$ cat config.mk
export PLATFORM = sky130hd
export DESIGN_NAME = fiber_bank
export DESIGN_NICKNAME = d
export VERILOG_FILES = /design/src/rtl/cache_pkg.sv /design/src/rtl/bank_ctrl.sv /design/src/rtl/fiber_bank.sv /design/src/rtl/tag_match.sv /design/src/rtl/victim_select.sv /design/src/rtl/way_store.sv
export VERILOG_INCLUDE_DIRS = /design/src /design/src/rtl
export SDC_FILE = /design/constraint.sdc
export NUM_CORES = 1
export LEC_CHECK = 0
export CORE_AREA = 4 4 240 242
export CTS_CLUSTER_DIAMETER = 100
export DETAILED_ROUTE_END_ITERATION = 12
export DIE_AREA = 0 0 244 246
export DONT_BUFFER_PORTS = 1
export PLACE_DENSITY_LB_ADDON = 0.2
export RECOVER_POWER = 25
export SLEW_MARGIN = 30
export SYNTH_ARGS = -nofsm -noshare
export SYNTH_HDL_FRONTEND = slang
export SYNTH_HIERARCHICAL = 1
export SYNTH_SLANG_ARGS = --single-unit
$ cat constraint.sdc
create_clock -name i_clk -period 13.05 [get_ports i_clk]
set_input_delay 2.61 -clock i_clk [delete_from_list [all_inputs] [get_ports i_clk]]
set_output_delay 2.61 -clock i_clk [all_outputs]
set_load 0.01 [all_outputs]
$ cat src/rtl/cache_defs.svh
`ifndef CACHE_DEFS_SVH
`define CACHE_DEFS_SVH

// request address and line word
`define CACHE_ADDR_W    16
`define CACHE_DATA_W    16
`define CACHE_OFFSET_W  4

// bank geometry
`define CACHE_SETS      4
`define CACHE_SET_W     2
`define CACHE_WAYS      4
`define CACHE_TAG_W     (`CACHE_ADDR_W - `CACHE_SET_W - `CACHE_OFFSET_W)

// replacement fields
`define CACHE_PRIO_W    5
`define CACHE_SRRIP_W   2

`endif

$ cat src/rtl/cache_pkg.sv
`include "cache_defs.svh"

package cache_pkg;

    typedef enum logic [1:0] {
        REQ_FETCH   = 2'd0,
        REQ_READ    = 2'd1,
        REQ_WRITE   = 2'd2,
        REQ_CONSUME = 2'd3
    } req_kind_e;

    // address split as seen by the bank
    typedef struct packed {
        logic [`CACHE_TAG_W-1:0]    tag;
        logic [`CACHE_SET_W-1:0]    set;
        logic [`CACHE_OFFSET_W-1:0] offset;
    } addr_fields_t;

    typedef union packed {
        logic [`CACHE_ADDR_W-1:0] raw;
        addr_fields_t             f;
    } cache_addr_u;

    typedef struct packed {
        logic [`CACHE_PRIO_W-1:0]  prio;
        logic [`CACHE_SRRIP_W-1:0] srrip;
    } way_meta_t;

    // one whole set, all ways
    typedef struct packed {
        logic [`CACHE_WAYS-1:0][`CACHE_TAG_W-1:0]  tag;
        logic [`CACHE_WAYS-1:0][`CACHE_DATA_W-1:0] data;
        logic [`CACHE_WAYS-1:0]                    valid;
        logic [`CACHE_WAYS-1:0]                    dirty;
        way_meta_t [`CACHE_WAYS-1:0]               meta;
    } set_view_t;

    // one storage update into the latched set
    typedef struct packed {
        logic [`CACHE_WAYS-1:0]   way;
        logic                     tag_en;
        logic                     data_en;
        logic                     valid_en;
        logic                     dirty_en;
        logic [`CACHE_TAG_W-1:0]  tag;
        logic [`CACHE_DATA_W-1:0] data;
        logic                     valid;
        logic                     dirty;
        logic [`CACHE_WAYS-1:0]   meta_en;
        way_meta_t [`CACHE_WAYS-1:0] meta;
    } way_write_t;

endpackage

$ cat src/rtl/bank_ctrl.sv
`timescale 1ns/1ns
`include "cache_defs.svh"

module bank_ctrl (
    input  logic                     i_clk,
    input  logic                     i_nreset,
    input  logic                     i_type_valid,
    input  cache_pkg::req_kind_e     i_request_type,
    input  cache_pkg::cache_addr_u   i_addr,
    input  logic [`CACHE_DATA_W-1:0] i_data,
    output logic                     o_type_ready,
    input  cache_pkg::set_view_t     i_set_view,
    input  logic [`CACHE_WAYS-1:0]   i_hit_way,
    input  logic                     i_hit,
    input  logic [`CACHE_DATA_W-1:0] i_hit_data,
    input  logic [`CACHE_WAYS-1:0]   i_victim_way,
    input  logic                     i_victim_dirty,
    output logic                     o_rd_en,
    output logic [`CACHE_SET_W-1:0]  o_set,
    output cache_pkg::way_write_t    o_wr,
    output logic [`CACHE_TAG_W-1:0]  o_lookup_tag,
    output logic [`CACHE_DATA_W-1:0] o_pe_data,
    output logic                     o_pe_data_valid,
    input  logic                     i_pe_data_ready,
    output cache_pkg::cache_addr_u   o_dram_addr,
    output logic [`CACHE_DATA_W-1:0] o_dram_wr_data,
    output logic                     o_dram_wr_valid,
    input  logic                     i_dram_wr_ready,
    input  logic [`CACHE_DATA_W-1:0] i_dram_rd_data,
    input  logic                     i_dram_rd_valid,
    output logic                     o_dram_rd_ready
);
    import cache_pkg::*;

    typedef enum logic [2:0] {
        ST_IDLE, ST_LOOKUP, ST_RESPOND, ST_WRITEBACK, ST_REFILL
    } state_e;

    localparam way_meta_t MISS_META = '{prio: 1, srrip: 2};

    state_e                   state;
    req_kind_e                kind_q;
    cache_addr_u              addr_q;
    logic [`CACHE_DATA_W-1:0] data_q;
    logic [`CACHE_DATA_W-1:0] pe_data_q;
    logic [`CACHE_WAYS-1:0]   victim_q;
    cache_addr_u              wb_addr_q;
    logic [`CACHE_DATA_W-1:0] wb_data_q;
    cache_addr_u              victim_addr;
    logic [`CACHE_DATA_W-1:0] victim_data;
    logic                     accept;
    logic                     meta_upd;

    assign o_type_ready = (state == ST_IDLE);
    assign accept       = i_type_valid && o_type_ready;
    assign o_rd_en      = accept;
    assign o_set        = i_addr.f.set;
    assign o_lookup_tag = addr_q.f.tag;
    assign meta_upd     = (state == ST_LOOKUP) && (kind_q == REQ_FETCH || kind_q == REQ_READ);

    // --------------------------------------------------
    // request FSM
    // --------------------------------------------------
    always_ff @(posedge i_clk) begin
        if (!i_nreset) begin
            state <= ST_IDLE;
        end else begin
            unique case (state)
                ST_IDLE: if (accept) state <= ST_LOOKUP;
                ST_LOOKUP: begin
                    unique case (kind_q)
                        REQ_FETCH: begin
                            if (i_hit)               state <= ST_IDLE;
                            else if (i_victim_dirty) state <= ST_WRITEBACK;
                            else                     state <= ST_REFILL;
                        end
                        REQ_WRITE: state <= ST_IDLE;
                        default:   state <= ST_RESPOND;
                    endcase
                end
                ST_RESPOND:   if (i_pe_data_ready) state <= ST_IDLE;
                ST_WRITEBACK: if (i_dram_wr_ready) state <= ST_REFILL;
                ST_REFILL:    if (i_dram_rd_valid) state <= ST_IDLE;
                default:      state <= ST_IDLE;
            endcase
        end
    end

    // victim line address and word
    always_comb begin
        victim_addr.raw = '0;
        victim_addr.f.set = addr_q.f.set;
        victim_data = '0;
        for (int w = 0; w < `CACHE_WAYS; w++) begin
            if (i_victim_way[w]) begin
                victim_addr.f.tag = i_set_view.tag[w];
                victim_data       = i_set_view.data[w];
            end
        end
    end

    always_ff @(posedge i_clk) begin
        if (accept) begin
            kind_q <= i_request_type;
            addr_q <= i_addr;
            data_q <= i_data;
        end
        if (state == ST_LOOKUP) begin
            pe_data_q <= i_hit_data;
            victim_q  <= i_victim_way;
            wb_addr_q <= victim_addr;
            wb_data_q <= victim_data;
        end
    end

    // --------------------------------------------------
    // storage updates
    // --------------------------------------------------
    always_comb begin
        o_wr = '0;
        if (state == ST_LOOKUP && kind_q == REQ_WRITE) begin
            o_wr.way      = i_hit_way;
            o_wr.data_en  = 1'b1;
            o_wr.dirty_en = 1'b1;
            o_wr.data     = data_q;
            o_wr.dirty    = 1'b1;
        end else if (state == ST_LOOKUP && kind_q == REQ_CONSUME) begin
            o_wr.way      = i_hit_way;
            o_wr.valid_en = 1'b1;
        end else if (state == ST_REFILL && i_dram_rd_valid) begin
            // new line arrives clean
            o_wr.way      = victim_q;
            o_wr.tag_en   = 1'b1;
            o_wr.data_en  = 1'b1;
            o_wr.valid_en = 1'b1;
            o_wr.dirty_en = 1'b1;
            o_wr.tag      = addr_q.f.tag;
            o_wr.data     = i_dram_rd_data;
            o_wr.valid    = 1'b1;
        end

        for (int w = 0; w < `CACHE_WAYS; w++) begin
            o_wr.meta_en[w] = meta_upd;
            o_wr.meta[w]    = i_set_view.meta[w];
            if (i_hit_way[w]) begin
                o_wr.meta[w].srrip = '0;
                if (kind_q == REQ_FETCH && i_set_view.meta[w].prio != '1)
                    o_wr.meta[w].prio = i_set_view.meta[w].prio + 1'b1;
                else if (kind_q == REQ_READ && i_set_view.meta[w].prio != '0)
                    o_wr.meta[w].prio = i_set_view.meta[w].prio - 1'b1;
            end else if (!i_hit && i_victim_way[w]) begin
                o_wr.meta[w] = MISS_META;
            end else if (i_set_view.meta[w].srrip != '1) begin
                o_wr.meta[w].srrip = i_set_view.meta[w].srrip + 1'b1;
            end
        end
    end

    assign o_pe_data       = pe_data_q;
    assign o_pe_data_valid = (state == ST_RESPOND);
    assign o_dram_wr_data  = wb_data_q;
    assign o_dram_wr_valid = (state == ST_WRITEBACK);
    assign o_dram_rd_ready = (state == ST_REFILL);

    // refill asks for the line-aligned request address
    assign o_dram_addr.raw = (state == ST_WRITEBACK) ? wb_addr_q.raw :
                             {addr_q.raw[`CACHE_ADDR_W-1:`CACHE_OFFSET_W],
                              {`CACHE_OFFSET_W{1'b0}}};

endmodule

$ cat src/rtl/fiber_bank.sv
`timescale 1ns/1ns
`include "cache_defs.svh"

module fiber_bank (
    input  logic                     i_clk,
    input  logic                     i_nreset,
    // PE request
    input  logic                     i_type_valid,
    input  cache_pkg::req_kind_e     i_request_type,
    input  cache_pkg::cache_addr_u   i_addr,
    input  logic [`CACHE_DATA_W-1:0] i_data,
    output logic                     o_type_ready,
    // PE response
    output logic [`CACHE_DATA_W-1:0] o_pe_data,
    output logic                     o_pe_data_valid,
    input  logic                     i_pe_data_ready,
    // DRAM side
    output cache_pkg::cache_addr_u   o_dram_addr,
    output logic [`CACHE_DATA_W-1:0] o_dram_wr_data,
    output logic                     o_dram_wr_valid,
    input  logic                     i_dram_wr_ready,
    input  logic [`CACHE_DATA_W-1:0] i_dram_rd_data,
    input  logic                     i_dram_rd_valid,
    output logic                     o_dram_rd_ready
);
    import cache_pkg::*;

    set_view_t                set_view;
    way_write_t               wr;
    logic                     rd_en;
    logic [`CACHE_SET_W-1:0]  set_idx;
    logic [`CACHE_TAG_W-1:0]  lookup_tag;
    logic [`CACHE_WAYS-1:0]   hit_way;
    logic                     hit;
    logic [`CACHE_DATA_W-1:0] hit_data;
    logic [`CACHE_WAYS-1:0]   victim_way;
    logic                     victim_dirty;

    way_store u_store (
        .i_clk(i_clk), .i_nreset(i_nreset), .i_rd_en(rd_en), .i_set(set_idx),
        .i_wr(wr), .o_set_view(set_view)
    );

    // hit check and victim choice on the same set
    tag_match u_match (
        .i_tag(lookup_tag), .i_set_view(set_view), .o_hit_way(hit_way),
        .o_hit(hit), .o_hit_data(hit_data)
    );

    victim_select u_victim (
        .i_set_view(set_view), .o_victim_way(victim_way), .o_victim_dirty(victim_dirty)
    );

    bank_ctrl u_ctrl (
        .i_clk(i_clk), .i_nreset(i_nreset),
        .i_type_valid(i_type_valid), .i_request_type(i_request_type),
        .i_addr(i_addr), .i_data(i_data), .o_type_ready(o_type_ready),
        .i_set_view(set_view),
        .i_hit_way(hit_way), .i_hit(hit), .i_hit_data(hit_data),
        .i_victim_way(victim_way), .i_victim_dirty(victim_dirty),
        .o_rd_en(rd_en), .o_set(set_idx), .o_wr(wr), .o_lookup_tag(lookup_tag),
        .o_pe_data(o_pe_data), .o_pe_data_valid(o_pe_data_valid),
        .i_pe_data_ready(i_pe_data_ready),
        .o_dram_addr(o_dram_addr), .o_dram_wr_data(o_dram_wr_data),
        .o_dram_wr_valid(o_dram_wr_valid), .i_dram_wr_ready(i_dram_wr_ready),
        .i_dram_rd_data(i_dram_rd_data), .i_dram_rd_valid(i_dram_rd_valid),
        .o_dram_rd_ready(o_dram_rd_ready)
    );

endmodule

$ cat src/rtl/tag_match.sv
`timescale 1ns/1ns
`include "cache_defs.svh"

module tag_match (
    input  logic [`CACHE_TAG_W-1:0]  i_tag,
    input  cache_pkg::set_view_t     i_set_view,
    output logic [`CACHE_WAYS-1:0]   o_hit_way,
    output logic                     o_hit,
    output logic [`CACHE_DATA_W-1:0] o_hit_data
);

    logic [`CACHE_WAYS-1:0]   match;
    logic [`CACHE_DATA_W-1:0] data_or;

    // a way hits only when valid
    always_comb begin
        data_or = '0;
        for (int w = 0; w < `CACHE_WAYS; w++) begin
            match[w] = i_set_view.valid[w] && (i_set_view.tag[w] == i_tag);
            // at most one way matches, so OR is a mux
            data_or  = data_or | (i_set_view.data[w] & {`CACHE_DATA_W{match[w]}});
        end
    end

    assign o_hit_way  = match;
    assign o_hit      = |match;
    assign o_hit_data = data_or;

endmodule

$ cat src/rtl/victim_select.sv
`timescale 1ns/1ns
`include "cache_defs.svh"

module victim_select (
    input  cache_pkg::set_view_t   i_set_view,
    output logic [`CACHE_WAYS-1:0] o_victim_way,
    output logic                   o_victim_dirty
);

    logic [`CACHE_WAYS-1:0]    invalid;
    logic [`CACHE_WAYS-1:0]    cand;
    logic [`CACHE_PRIO_W-1:0]  min_prio;
    logic [`CACHE_SRRIP_W-1:0] max_srrip;
    logic                      found;

    // --------------------------------------------------
    // lowest priority, then highest srrip among those
    // --------------------------------------------------
    always_comb begin
        min_prio = '1;
        for (int w = 0; w < `CACHE_WAYS; w++) begin
            if (i_set_view.meta[w].prio < min_prio) begin
                min_prio = i_set_view.meta[w].prio;
            end
        end

        max_srrip = '0;
        for (int w = 0; w < `CACHE_WAYS; w++) begin
            if (i_set_view.meta[w].prio == min_prio &&
                i_set_view.meta[w].srrip > max_srrip) begin
                max_srrip = i_set_view.meta[w].srrip;
            end
        end

        for (int w = 0; w < `CACHE_WAYS; w++) begin
            cand[w] = (i_set_view.meta[w].prio == min_prio) &&
                      (i_set_view.meta[w].srrip == max_srrip);
        end
    end

    assign invalid = ~i_set_view.valid;

    // free way wins, lowest index first
    always_comb begin
        o_victim_way = '0;
        found        = 1'b0;
        for (int w = 0; w < `CACHE_WAYS; w++) begin
            if (!found && ((|invalid) ? invalid[w] : cand[w])) begin
                o_victim_way[w] = 1'b1;
                found           = 1'b1;
            end
        end
    end

    assign o_victim_dirty = |(o_victim_way & i_set_view.valid & i_set_view.dirty);

endmodule

$ cat src/rtl/way_store.sv
`timescale 1ns/1ns
`include "cache_defs.svh"

module way_store (
    input  logic                    i_clk,
    input  logic                    i_nreset,
    input  logic                    i_rd_en,
    input  logic [`CACHE_SET_W-1:0] i_set,
    input  cache_pkg::way_write_t   i_wr,
    output cache_pkg::set_view_t    o_set_view
);
    import cache_pkg::*;

    logic [`CACHE_TAG_W-1:0]  tag_mem   [`CACHE_SETS][`CACHE_WAYS];
    logic [`CACHE_DATA_W-1:0] data_mem  [`CACHE_SETS][`CACHE_WAYS];
    logic                     dirty_mem [`CACHE_SETS][`CACHE_WAYS];
    way_meta_t                meta_mem  [`CACHE_SETS][`CACHE_WAYS];

    // valid bits as one register array
    logic [`CACHE_SETS-1:0][`CACHE_WAYS-1:0] valid_q;

    // set of the request in flight
    logic [`CACHE_SET_W-1:0] set_q;

    always_ff @(posedge i_clk) begin
        if (!i_nreset) begin
            valid_q <= '0;
        end else begin
            for (int w = 0; w < `CACHE_WAYS; w++) begin
                if (i_wr.way[w] && i_wr.valid_en) begin
                    valid_q[set_q][w] <= i_wr.valid;
                end
            end
        end
    end

    // --------------------------------------------------
    // whole-set read and per-way writes
    // --------------------------------------------------
    always_ff @(posedge i_clk) begin
        if (i_rd_en) begin
            set_q            <= i_set;
            o_set_view.valid <= valid_q[i_set];
            for (int w = 0; w < `CACHE_WAYS; w++) begin
                o_set_view.tag[w]   <= tag_mem[i_set][w];
                o_set_view.data[w]  <= data_mem[i_set][w];
                o_set_view.dirty[w] <= dirty_mem[i_set][w];
                o_set_view.meta[w]  <= meta_mem[i_set][w];
            end
        end
        for (int w = 0; w < `CACHE_WAYS; w++) begin
            if (i_wr.way[w] && i_wr.tag_en)   tag_mem[set_q][w]   <= i_wr.tag;
            if (i_wr.way[w] && i_wr.data_en)  data_mem[set_q][w]  <= i_wr.data;
            if (i_wr.way[w] && i_wr.dirty_en) dirty_mem[set_q][w] <= i_wr.dirty;
            // metadata may touch every way at once
            if (i_wr.meta_en[w])              meta_mem[set_q][w]  <= i_wr.meta[w];
        end
    end

endmodule

==> run metrics <==
clk sinks 783; CTS tree yes; top cells by area, synth edfxtp_1 (69%), mux4_2 (9.5%), nand2_1 (1.2%); Post-Synth XOR/XNOR Area under 10%; HP Class flip-flop to flip-flop; post-synthesis cell count 1909; violated checks max-capacitance violations, max-slew violations; pwr dens about 180 nW/um^2; area taken by multi-input logic gates 9040 sq um; crit start category flip-flop; RePlAce Congestion 0.888; Final WS setup ~0.68 ns; GRT overflow 0; initial antenna violation count 0; Ant. Diodes 0; clock-pin transition on the worst setup and hold timing paths approximately 0.060 ns; vias in the first global route 17900; VDD IR max 0.123 mV; Post-Synth Simple-Gate Area 6.60%; Final Setup Violations 0; Initial DRC Count roughly 1800; Post-DP HPWL ~45000 um; element type at the critical path end flip-flop; Final Instance Area 36200 sq um; CP dominant cell by count ha_1; clk root buf clkbuf_16; Ys Warns 6; max-cap violations 4; number of fill cells in the layout 3723; Max Freq just over 0.08 GHz; top cell type's share of synthesized area 69.3%; Clock Skews 0.0275 ns; status complete, but fails checks; Total Routed Length roughly 77000 um; Worst EP arrival 12.72 ns; Min Clock Period, post-route 12.37 ns; share of cells above drive strength 1 between 10% and 20%; Die Wd about 240 um; worst skew pair latency 0.62 ns; number of flops mapped to enable cells by yosys between 700 and 800; CTS buffer count between 70 and 80; Via density around 6.6; period utilization 94.8%; syn avg cell area 17.3 sq um; most frequent cell after synthesis edfxtp_1; Slew Limit Fails 139; slew margin rel. -123%; H-tree lvl count 3; most instantiated cells after synthesis edfxtp_1 (764), mux4_2 (140), nand2_1 (106); die height 246 um; first-pass GRT wire length 113000 um; post-synthesis sequential area ratio 70.4%; Longest Clk Path Bufs 3; pre-CTS WS 0.0656 ns; All-Layer GR Usage approximately a quarter; post-synthesis compound-gate area fraction 5.93%; Buffers on Ports 0; required time of the critical path between 10 and 15 ns; Layout area overhead 9.33%; WHS 0.456 ns; FF/Latch Area 23300 sq um; Post-Synth Adder-Cell Area under 10%; main combinational cell family by area after synthesis multiplexers; mapped cell area 33100 sq um; residual DRC count 0; drt pass-1 iters 7; placed cell area 33800 sq um; asr flop ratio synth 0%; Most used DFF post-synth edfxtp_1; Starting Density 60.1%; std cell rows 86; routed length per instance 28.0 um; Yosys reg bits 783; total power 6.39 mW; dominant cell type by area after synthesis edfxtp_1; final hold vios 0; die area about 60000 sq um; number of routed nets with antenna violations 0; WS Path Type flip-flop to flip-flop; pin count of the biggest net entering global routing 143; core area 55100 sq um; fin util 65.7%; Crit Path Max Fanout 20; Least-Margin Pin Slew 3.35 ns; post-synthesis mux area share 11.5%; Vias approximately 18000; Leak roughly 12 nW; Worst path max stage delay approximately 0.6 ns; I/O Pins ~110; unique cell type count in the Yosys netlist 90; final net count approximately 2000; hold-fix buffer count after cts 0; slowest CP cell edfxtp_1
-- state kept, by name (all words and copies together) (netlist names), 112 cells and up --
register	flops
u_store/tag_mem	160
u_store/meta_mem	112
u_store/data_mem	256
u_store/o_set_view	140
-- cells in the final DEF (no fill, tap or decap), drive strengths merged, types with 30 or more instances in the layout --
cell and count:
o21ai 35, buf 48, inv 49, clkinv 33, o31ai 30, nand2 106
nor2 90, mux2i 34, nor2b 40, a21oi 32, xnor2 36, clkbuf 97
mux4 140, edfxtp 764
-- metal layers --
| metal | vias up | global-route usage [%] | wire length (um) |
|---|---|---|---|
| li1 | 7695 | - | - |
| met1 | 9195 | 34.5 | 29800 |
| met2 | 874 | 42.0 | 37900 |
| met3 | 171 | 5.14 | 6350 |
| met4 | 0 | 9.15 | 2530 |
| met5 | - | 0 | 0 |
-- area by class of cell --
type                    count  share of cell area (%)
flip-flops and latches    783                    64.4
repair buffers             51                    1.05
well taps                 748                    2.59
multi-input cells         967                    25.0
clock buffers              94                    5.50
clock inverters            42                   0.989
inverters                  45                   0.467
-- critical path: cells and delay by family, from the launching register on --
family | cells | cell delay, ns
adders and majority gates | 6 | 1.88
AOI/OAI and AO/OA | 17 | 4.53
DFF | 1 | 0.61
and+or+nand+nor | 12 | 2.51
buffers and inverters | 5 | 0.78
xor gates and xnor gates | 2 | 0.36
muxes | 4 | 1.40
-- repair_timing --
item	in CTS	in global routing
gates resized for setup	0	8
hold endpoints to repair	0	0
buffers inserted	0	6
endpoints found under the setup margin	0	135
-- cells by family (layout without fill, tap and decap cells) --
family                   count (synthesis)  count (layout)
AND/OR/NAND/NOR                        409             409
XOR/XNOR                                65              65
AO/OA/AOI/OAI                          257             257
buffers and inverters                  162             232
other                                    1               4
multiplexers                           203             203
adder cells (fa/ha/maj)                 29              29
flip-flops                             783             783
-- path summary, 6_finish.rpt --
| check | start | end | slack (ns) | cells past startpoint |
|---|---|---|---|---|
| hold / removal | u_ctrl/addr_q[4] | u_ctrl/wb_addr_q[4] | 0.46 | 0 |
| setup / recovery | u_store/o_set_view[11] | u_ctrl/wb_addr_q[6] | 0.68 | 46 |
| hold reg to reg | u_ctrl/addr_q[4] | u_ctrl/wb_addr_q[4] | 0.46 | 0 |
| setup reg to reg | u_store/o_set_view[11] | u_ctrl/wb_addr_q[6] | 0.68 | 46 |
-- per-stage QoR --
step | instances | setup TNS [ns]
final | 2730 | 0
after floorplan | 1912 | 0
after global routing | 2730 | -0.00209
after CTS | 2724 | 0
after global placement | 2588 | 0
after detailed placement | 2588 | 0
-- report_power, final --
| part | internal [mW] | switching (mW) |
|---|---|---|
| Clock | 1.17 | 0.914 |
| Combinational | 0.403 | 0.708 |
| Sequential | 3.02 | 0.179 |
No activity file was read; power rests on OpenSTA's default activity.
